`config.mk`:
```
export PLATFORM = sky130hd
export DESIGN_NAME = template_correlator
export DESIGN_NICKNAME = d
export VERILOG_FILES = /design/src/source/corr_pkg.sv /design/src/source/template_sequencer.sv /design/src/source/dot_product_lane.sv /design/src/source/pipelined_divider.sv /design/src/source/correlation_normalizer.sv /design/src/source/template_correlator.sv
export SDC_FILE = /design/constraint.sdc
export NUM_CORES = 1
export LEC_CHECK = 0
export BUFFER_PORTS_ARGS = -buffer_cell sky130_fd_sc_hd__buf_2
export CORE_MARGIN = 1.5
export CORE_UTILIZATION = 40
export DETAILED_ROUTE_END_ITERATION = 10
export GPL_ROUTABILITY_DRIVEN = 0
export SYNTH_ARGS = -nofsm -noshare
export SYNTH_HDL_FRONTEND = slang
export SYNTH_SLANG_ARGS = --single-unit
```
`constraint.sdc`:
```
create_clock -name clk -period 2.85 [get_ports clk]
set_clock_uncertainty 0.15 [all_clocks]
set_input_delay 0.855 -clock clk [delete_from_list [all_inputs] [get_ports clk]]
set_output_delay 0.855 -clock clk [all_outputs]
set_load 0.005 [all_outputs]
```
`src/templates.hex`:
```
// One row per sample position: lane3 lane2 lane1 lane0, 12 bits each
001002008001
001003008002
002002008003
001003008004
001002008005
002003008006
001002008007
001003008008

```
`src/norms.hex`:
```
// Squared norm of each template, lane 0 first
00000cc
0000200
0000034
000000e

```
`src/source/corr_pkg.sv`:
```
package corr_pkg;

    //////////////////////////////////////////////////
    // Sizes

    localparam int N_LANES    = 4;                  // Templates, one lane each
    localparam int LANE_IDX_W = $clog2(N_LANES);
    localparam int VEC_LEN    = 8;                  // Samples per vector
    localparam int POS_W      = $clog2(VEC_LEN);
    localparam int SAMPLE_W   = 12;
    localparam int COEF_W     = 12;
    localparam int DOT_W      = 27;                 // 8 * 4095 * 4095 still fits
    localparam int NORM_W     = 27;
    localparam int CORR_W     = 10;

    localparam logic [CORR_W-1:0]     CORR_MAX  = 10'd1023;
    localparam logic [POS_W-1:0]      LAST_POS  = POS_W'(VEC_LEN - 1);
    localparam logic [LANE_IDX_W-1:0] LAST_LANE = LANE_IDX_W'(N_LANES - 1);

    // Latencies
    localparam int DIV_LAT    = DOT_W;              // One quotient bit per stage
    localparam int RESULT_LAT = DIV_LAT + N_LANES + 3;

    // Elaboration-time tables
    localparam TEMPLATE_FILE = "/design/src/templates.hex";     // One row per sample position
    localparam NORM_FILE     = "/design/src/norms.hex";         // One squared norm per lane

    //////////////////////////////////////////////////
    // Types

    // Coefficient row, lane 0 in the low bits
    typedef logic [N_LANES-1:0][COEF_W-1:0] coef_row_t;

    typedef struct packed {
        logic                valid;
        logic                first;                 // Sample position 0
        logic                last;                  // Sample position VEC_LEN-1
        logic [SAMPLE_W-1:0] sample;
        logic [COEF_W-1:0]   coef;
    } mac_step_t;

    typedef struct packed {
        logic             valid;
        logic [DOT_W-1:0] dot;
    } dot_result_t;

    typedef struct packed {
        logic              valid;
        logic [DOT_W-1:0]  dividend;
        logic [NORM_W-1:0] divisor;
    } div_req_t;

    typedef struct packed {
        logic             valid;
        logic [DOT_W-1:0] quotient;
    } div_resp_t;

    typedef struct packed {
        logic [N_LANES-1:0][CORR_W-1:0] correlations;   // Indexed by lane
        logic [LANE_IDX_W-1:0]          best_index;
        logic [CORR_W-1:0]              best_score;
    } correlation_result_t;

endpackage

```
`src/source/template_sequencer.sv`:
```
`timescale 1ns/100ps

module template_sequencer
    import corr_pkg::*;
(
    input  logic                clk,
    input  logic                reset,
    input  logic                sample_valid,
    input  logic [SAMPLE_W-1:0] sample,
    output mac_step_t           steps [N_LANES]
);

    // Coefficients of all templates, addressed by sample position
    coef_row_t coef_rom [VEC_LEN];

    initial $readmemh(TEMPLATE_FILE, coef_rom);

    logic [POS_W-1:0]    pos_q;         // Next sample position
    logic                valid_q;
    logic                first_q;
    logic                last_q;
    coef_row_t           coef_q;        // Registered ROM read
    logic [SAMPLE_W-1:0] sample_q;

    //////////////////////////////////////////////////
    // Stage 1: accept sample, read coefficient row

    always_ff @(posedge clk) begin
        if (reset) begin
            pos_q   <= '0;              // Partial vector dropped
            valid_q <= 1'b0;
            first_q <= 1'b0;
            last_q  <= 1'b0;
        end else begin
            valid_q <= sample_valid;
            if (sample_valid) begin
                first_q <= (pos_q == '0);
                last_q  <= (pos_q == LAST_POS);
                pos_q   <= (pos_q == LAST_POS) ? '0 : pos_q + 1'b1;
            end
        end
    end

    always_ff @(posedge clk) begin
        if (sample_valid) begin
            coef_q   <= coef_rom[pos_q];
            sample_q <= sample;
        end
    end

    //////////////////////////////////////////////////
    // Stage 2: one step per lane, same sample to all

    always_ff @(posedge clk) begin
        for (int i = 0; i < N_LANES; i++) begin
            if (reset) begin
                steps[i] <= '0;
            end else begin
                steps[i] <= '{valid:  valid_q,
                              first:  first_q,
                              last:   last_q,
                              sample: sample_q,
                              coef:   coef_q[i]};
            end
        end
    end

endmodule

```
`src/source/dot_product_lane.sv`:
```
`timescale 1ns/100ps

module dot_product_lane
    import corr_pkg::*;
(
    input  logic        clk,
    input  logic        reset,
    input  mac_step_t   step,
    output dot_result_t dot_out
);

    logic [DOT_W-1:0] product;
    logic [DOT_W-1:0] sum;
    logic [DOT_W-1:0] acc_q;        // Running sum of the current vector
    logic [DOT_W-1:0] dot_q;
    logic             dot_valid_q;

    // Widen before multiply so the 24-bit product is kept
    assign product = DOT_W'(step.sample) * DOT_W'(step.coef);

    // First step of a vector restarts the sum
    assign sum = step.first ? product : acc_q + product;

    always_ff @(posedge clk) begin
        if (step.valid) begin
            acc_q <= sum;
        end
        if (step.valid && step.last) begin
            dot_q <= sum;           // Finished dot product
        end
    end

    always_ff @(posedge clk) begin
        if (reset) begin
            dot_valid_q <= 1'b0;
        end else begin
            dot_valid_q <= step.valid && step.last;   // One-cycle strobe
        end
    end

    assign dot_out = '{valid: dot_valid_q, dot: dot_q};

endmodule

```
`src/source/pipelined_divider.sv`:
```
`timescale 1ns/100ps

module pipelined_divider
    import corr_pkg::*;
(
    input  logic      clk,
    input  logic      reset,
    input  div_req_t  req,
    output div_resp_t resp
);

    // State carried from one restoring step to the next
    typedef struct packed {
        logic [NORM_W-1:0] rem;         // Partial remainder
        logic [DOT_W-1:0]  work;        // Dividend out at the top, quotient in at the bottom
        logic [NORM_W-1:0] divisor;
    } stage_t;

    // One restoring step, quotient bit from the MSB down
    function automatic stage_t div_step(input stage_t s);
        logic [NORM_W:0] shifted;
        logic [NORM_W:0] diff;
        logic            fits;
        stage_t          n;
        shifted   = {s.rem, s.work[DOT_W-1]};
        diff      = shifted - {1'b0, s.divisor};
        fits      = (shifted >= {1'b0, s.divisor});   // Always true for a zero divisor
        n.rem     = fits ? diff[NORM_W-1:0] : shifted[NORM_W-1:0];
        n.work    = {s.work[DOT_W-2:0], fits};
        n.divisor = s.divisor;
        return n;
    endfunction

    stage_t             stage_in;
    stage_t             stage_q [DIV_LAT];
    logic [DIV_LAT-1:0] valid_q;

    assign stage_in = '{rem: '0, work: req.dividend, divisor: req.divisor};

    //////////////////////////////////////////////////
    // Valid bits travel alongside the datapath

    always_ff @(posedge clk) begin
        if (reset) begin
            valid_q <= '0;
        end else begin
            valid_q <= {valid_q[DIV_LAT-2:0], req.valid};
        end
    end

    //////////////////////////////////////////////////
    // DIV_LAT registered steps, a new division every cycle

    always_ff @(posedge clk) begin
        stage_q[0] <= div_step(stage_in);
        for (int i = 1; i < DIV_LAT; i++) begin
            stage_q[i] <= div_step(stage_q[i-1]);
        end
    end

    // Last stage holds the full quotient, remainder is dropped
    assign resp = '{valid: valid_q[DIV_LAT-1], quotient: stage_q[DIV_LAT-1].work};

endmodule

```
`src/source/correlation_normalizer.sv`:
```
`timescale 1ns/100ps

module correlation_normalizer
    import corr_pkg::*;
(
    input  logic                clk,
    input  logic                reset,
    input  dot_result_t         dots [N_LANES],
    output div_req_t            div_req,
    input  div_resp_t           div_resp,
    output logic                result_valid,
    output correlation_result_t result
);

    // Squared norm of each template
    logic [NORM_W-1:0] norm_rom [N_LANES];

    initial $readmemh(NORM_FILE, norm_rom);

    logic [DOT_W-1:0]               dot_bank [N_LANES];
    logic                           sending_q;
    logic [LANE_IDX_W-1:0]          send_idx_q;
    logic [LANE_IDX_W-1:0]          issue_idx;
    logic [DOT_W-1:0]               issue_dot;
    logic                           req_valid_q;
    logic [DOT_W-1:0]               req_dividend_q;
    logic [NORM_W-1:0]              req_divisor_q;
    logic [LANE_IDX_W-1:0]          recv_idx_q;
    logic [CORR_W-1:0]              sat;
    logic                           take_new;
    logic [CORR_W-1:0]              next_score;
    logic [LANE_IDX_W-1:0]          next_idx;
    logic [CORR_W-1:0]              best_score_q;
    logic [LANE_IDX_W-1:0]          best_idx_q;
    logic [N_LANES-1:0][CORR_W-1:0] corr_q;
    logic [N_LANES-1:0][CORR_W-1:0] corr_next;

    //////////////////////////////////////////////////
    // Issue side

    // Lane 0 goes straight from the input, the rest from the bank
    assign issue_idx = dots[0].valid ? '0 : send_idx_q;
    assign issue_dot = dots[0].valid ? dots[0].dot : dot_bank[send_idx_q];

    always_ff @(posedge clk) begin
        for (int i = 0; i < N_LANES; i++) begin
            if (dots[i].valid) begin
                dot_bank[i] <= dots[i].dot;
            end
        end
        req_dividend_q <= issue_dot;
        req_divisor_q  <= norm_rom[issue_idx];
    end

    always_ff @(posedge clk) begin
        if (reset) begin
            sending_q   <= 1'b0;
            send_idx_q  <= '0;
            req_valid_q <= 1'b0;
        end else begin
            req_valid_q <= dots[0].valid || sending_q;
            if (dots[0].valid) begin    // Common completion strobe
                sending_q  <= 1'b1;
                send_idx_q <= LANE_IDX_W'(1);
            end else if (sending_q) begin
                if (send_idx_q == LAST_LANE) begin
                    sending_q <= 1'b0;
                end
                send_idx_q <= (send_idx_q == LAST_LANE) ? '0 : send_idx_q + 1'b1;
            end
        end
    end

    assign div_req = '{valid: req_valid_q, dividend: req_dividend_q, divisor: req_divisor_q};

    //////////////////////////////////////////////////
    // Receive side, quotients return in issue order

    assign sat = (div_resp.quotient > DOT_W'(CORR_MAX)) ? CORR_MAX
                                                        : div_resp.quotient[CORR_W-1:0];

    // Strictly greater only, so a tie keeps the lower lane
    assign take_new   = (recv_idx_q == '0) || (sat > best_score_q);
    assign next_score = take_new ? sat : best_score_q;
    assign next_idx   = take_new ? recv_idx_q : best_idx_q;

    always_comb begin
        corr_next             = corr_q;
        corr_next[recv_idx_q] = sat;
    end

    always_ff @(posedge clk) begin
        if (div_resp.valid) begin
            corr_q       <= corr_next;
            best_score_q <= next_score;
            best_idx_q   <= next_idx;
        end
    end

    always_ff @(posedge clk) begin
        if (reset) begin
            recv_idx_q   <= '0;
            result_valid <= 1'b0;
            result       <= '0;
        end else begin
            result_valid <= div_resp.valid && (recv_idx_q == LAST_LANE);
            if (div_resp.valid) begin
                recv_idx_q <= (recv_idx_q == LAST_LANE) ? '0 : recv_idx_q + 1'b1;
                if (recv_idx_q == LAST_LANE) begin
                    result <= '{correlations: corr_next,    // Held until next vector
                                best_index:   next_idx,
                                best_score:   next_score};
                end
            end
        end
    end

endmodule

```
`src/source/template_correlator.sv`:
```
`timescale 1ns/100ps

module template_correlator
    import corr_pkg::*;
(
    input  logic                clk,
    input  logic                reset,
    input  logic                sample_valid,
    input  logic [SAMPLE_W-1:0] sample,
    output logic                result_valid,
    output correlation_result_t result
);

    mac_step_t   steps [N_LANES];
    dot_result_t dots [N_LANES];
    div_req_t    div_req;
    div_resp_t   div_resp;

    // Sample counter and coefficient ROM
    template_sequencer sequencer_i (
        .clk          (clk),
        .reset        (reset),
        .sample_valid (sample_valid),
        .sample       (sample),
        .steps        (steps)
    );

    //////////////////////////////////////////////////
    // One MAC lane per template

    for (genvar g = 0; g < N_LANES; g++) begin : g_lane
        dot_product_lane lane_i (
            .clk     (clk),
            .reset   (reset),
            .step    (steps[g]),
            .dot_out (dots[g])
        );
    end

    correlation_normalizer normalizer_i (
        .clk          (clk),
        .reset        (reset),
        .dots         (dots),
        .div_req      (div_req),
        .div_resp     (div_resp),
        .result_valid (result_valid),
        .result       (result)
    );

    pipelined_divider divider_i (
        .clk   (clk),
        .reset (reset),
        .req   (div_req),
        .resp  (div_resp)       // DIV_LAT cycles behind req
    );

endmodule

```
==> impl_metrics.py <==
metrics = {
    "setup_path": {
        "cpMaxStageDelayCell": "dfxtp_1",
        "cp-start-kind": "flip-flop",
        "critPathKind": "reg2reg",
        "path_cells": "inv_1 > ha_1 > nand4b_4 > nor3_1 > mux2i_1",
        "crit_path_end_kind": "flip-flop",
        "required_ns": 3.06,
        "worstPathArrival_ns": 2.27,
        "crit_fanout": 11,
        "worst-path-buf-inv": 1,
        "path_delay_family": "simple AND/OR/NAND/NOR gates",
        "cpPeakStageDelay_ns": 0.43,
    },
    "clock_network": {
        "clockBufferDepth": 2,
        "clk_pin_slew_worst_paths_ns": 0.06,
        "clk_latency_ns": 0.52,
        "cts_tree": "done",
        "post_cts_buffers": 0,
        "cts-resized-gates": 0,
        "clock-sinks": 136,
        "htreeDepth": 4,
        "hold_buffers": 0,
        "cts_inserted_buffers": 17,
        "root_buffer": "clkbuf_8",
    },
    "sta": {
        "rsz0062_at_grt": "false",
        "setup_tns_ns": 0,
        "period_share": 0.722,
        "maxSlewViolCount": 0,
        "final-hold-violation-count": 0,
        "min_period_ns": 2.06,
        "slew_headroom": 0.608,
        "max_freq_ghz": 0.486,
        "fin_ws_ns": 0.791,
        "tightestPinTransition_ns": 0.587,
        "finalSetupViolCount": 0,
    },
    "yosys": {
        "synth_seq_cells": 136,
        "synth_top_family_by_area": "simple AND/OR/NAND/NOR gates",
        "async_flop_share": 0,
        "synth_xor_xnor_area_share": 0.00198,
        "synth_edf_count": 42,
        "synth_compound_area_frac": 0.0946,
        "ys.flop_type": "dfxtp_1",
        "yosys.area_share.simple": 0.120,
        "syn-cell-area_mm2": 0.00443,
        "seq_area_frac_synth": 0.710,
        "synthMuxAreaShare": 0.0158,
        "synthCells": 339,
        "ys_warn_count": 0,
        "synth-adder-area-share": 0.0198,
        "avgSynthCellArea_um2": 13.1,
        "yosys.cell_types.count": 30,
    },
    "die": {
        "die_w_um": 108,
        "die_area_mm2": 0.0117,
        "start_util": 0.409,
        "core_mm2": 0.0108,
        "rows": 38,
        "ios": 68,
        "die_h_um": 108,
    },
    "cells_and_area": {
        "syn2layout_area_growth_pct": 23.6,
        "insertedDiodeCount": 0,
        "nNetsFinal": 431,
        "drive_gt1_frac": 0.296,
        "post-route-util": 0.505,
    },
    "run": {
        "maxCapViolations": 0,
    },
    "routing": {
        "avgViaCountPerCell": 4.55,
        "drc": 0,
        "ant_nets": 0,
        "vias": 2558,
        "drt-pass1-iter-count": 4,
        "drtIter0Drc": 186,
        "routed_wl_um": 7150,
        "wl_per_cell_um": 12.7,
    },
    "global_routing": {
        "grt_pass1_wl_um": 11900,
        "antenna_found_initial": 0,
        "overflow": 0,
        "grtUsageTotal": 0.137,
        "grt_max_degree": 47,
        "grt_pass1_vias": 2461,
    },
    "power": {
        "p_per_area_mw_per_mm2": 763,
        "vdd_drop_max_v": 0.000459,
        "p_leak_nw": 2.20,
    },
    "min_path": {
        "hp-class": "reg2reg",
    },
    "run_status": {
        "status": "finished, final reports clean",
    },
    "placed_design": {
        "pre_cts_slack_ns": 0.554,
        "port_buffers": 55,
        "hpwl_um": 4330,
    },
}
-- area by class of cell --
cell class,count,area (um^2)
Clock inverter,14,174
Tap cell,140,175
Timing Repair Buffer,60,313
Sequential cell,136,3140
Inverter,23,86.3
Clock buffer,18,418
Fill cell,967,5370
Multi-Input combinational cell,171,1160
-- metal layers --
layer / GRT usage / part of all wire / up-vias
met4: 0.0733 / 0.019 / 0
li1: - / - / 1289
met1: 0.172 / 0.49 / 1192
met5: 0 / 0 / -
met2: 0.197 / 0.44 / 63
met3: 0.0597 / 0.055 / 14
-- worst reg2reg max path: stages, from the launching register on --
cell	delay (ns)
dfxtp_1	0.43
inv_1	0.11
ha_1	0.33
nand4b_4	0.23
nor3_1	0.38
mux2i_1	0.26
-- cell usage after synthesis, drive strengths merged, types with 2 or more instances --
master  number  area [um^2]
a22o        30          263
a21oi        5         28.8
o311ai       4         35.0
ha           7         87.6
mux2i        7         70.1
or2         30          188
clkbuf       9         33.8
buf          9         43.8
nand2        5         18.8
dfxtp       94         1880
inv         23         86.3
nor2        13         48.8
edfxtp      42         1260
nor2b       31          194
nand3b       2         15.0
nor3         2         10.0
o21ai       17         85.1
-- placed cells by master, fill, tap and decap left out, types with 2 or more instances in the layout --
cell,netlist,layout
or2_2,30,30
o21ai_0,17,17
clkinvlp_4,0,3
a21oi_1,4,4
inv_6,0,3
nand2_1,5,5
nand3b_1,2,2
nor2b_1,31,31
clkbuf_16,0,16
bufinv_16,0,3
mux2i_1,7,7
buf_2,8,55
nor2_1,13,13
ha_1,7,7
dfxtp_1,94,93
edfxtp_1,42,42
o311ai_0,2,2
a22o_1,30,30
inv_1,22,22
clkinv_4,0,3
nor3_1,2,2
o311ai_1,2,2
buf_4,0,5
conb_1,1,10
-- state kept, by name, indices dropped and copies added (netlist names) --
register and flops:
divider_i.valid_q 27, g_lane.lane_i.dot_valid_q 1, normalizer_i.best_idx_q 2, normalizer_i.best_score_q 10, normalizer_i.corr_q 30, normalizer_i.recv_idx_q 2
normalizer_i.req_valid_q 1, normalizer_i.result 52, normalizer_i.result_valid 1, normalizer_i.send_idx_q 2, normalizer_i.sending_q 1, sequencer_i.last_q 1
sequencer_i.pos_q 3, sequencer_i.steps 2, sequencer_i.valid_q 1
-- kinds of logic (layout without fill, tap and decap cells) --
family,count (synthesis),count (layout)
XOR/XNOR,1,1
AO/OA/AOI/OAI,57,57
AND/OR/NAND/NOR,89,89
buffers and inverters,41,115
flip-flops,136,136
other,1,10
adder cells (fa/ha/maj),7,7
multiplexers,7,7
-- power breakdown --
part,total [W],internal (W),switching [W]
sequential,0.00199,0.00199,0.00000199
combinational,0.0000355,0.00000917,0.0000263
clock,0.00215,0.00134,0.000813
-- stage by stage --
| step | total power, W | instance area (um^2) | hold slack, ns | std cells |
|---|---|---|---|---|
| floorplan | 0.00206 | 4460 | 0.245 | 348 |
| global placement | 0.00207 | 4880 | 0.257 | 530 |
| detailed placement | 0.00207 | 4880 | 0.254 | 530 |
| CTS | 0.00424 | 5470 | 0.262 | 562 |
| global route | 0.00433 | 5470 | 0.298 | 562 |
| finish | 0.00418 | 5470 | 0.260 | 562 |
-- final timing paths --
kind | startpoint | slack, ns | to | cells after the start
hold reg to reg | sequencer_i.steps[105]$_SDFF_PP0_ | 0.26 | g_lane[3].lane_i.dot_valid_q$_SDFF_PP0_ | 2
setup / recovery | normalizer_i.recv_idx_q[0]$_SDFFE_PP0P_ | 0.79 | normalizer_i.best_idx_q[0]$_DFFE_PP_ | 5
hold / removal | sequencer_i.steps[105]$_SDFF_PP0_ | 0.26 | g_lane[3].lane_i.dot_valid_q$_SDFF_PP0_ | 2
setup reg to reg | normalizer_i.recv_idx_q[0]$_SDFFE_PP0P_ | 0.79 | normalizer_i.best_idx_q[0]$_DFFE_PP_ | 5
No activity file was read; power rests on OpenSTA's default activity.
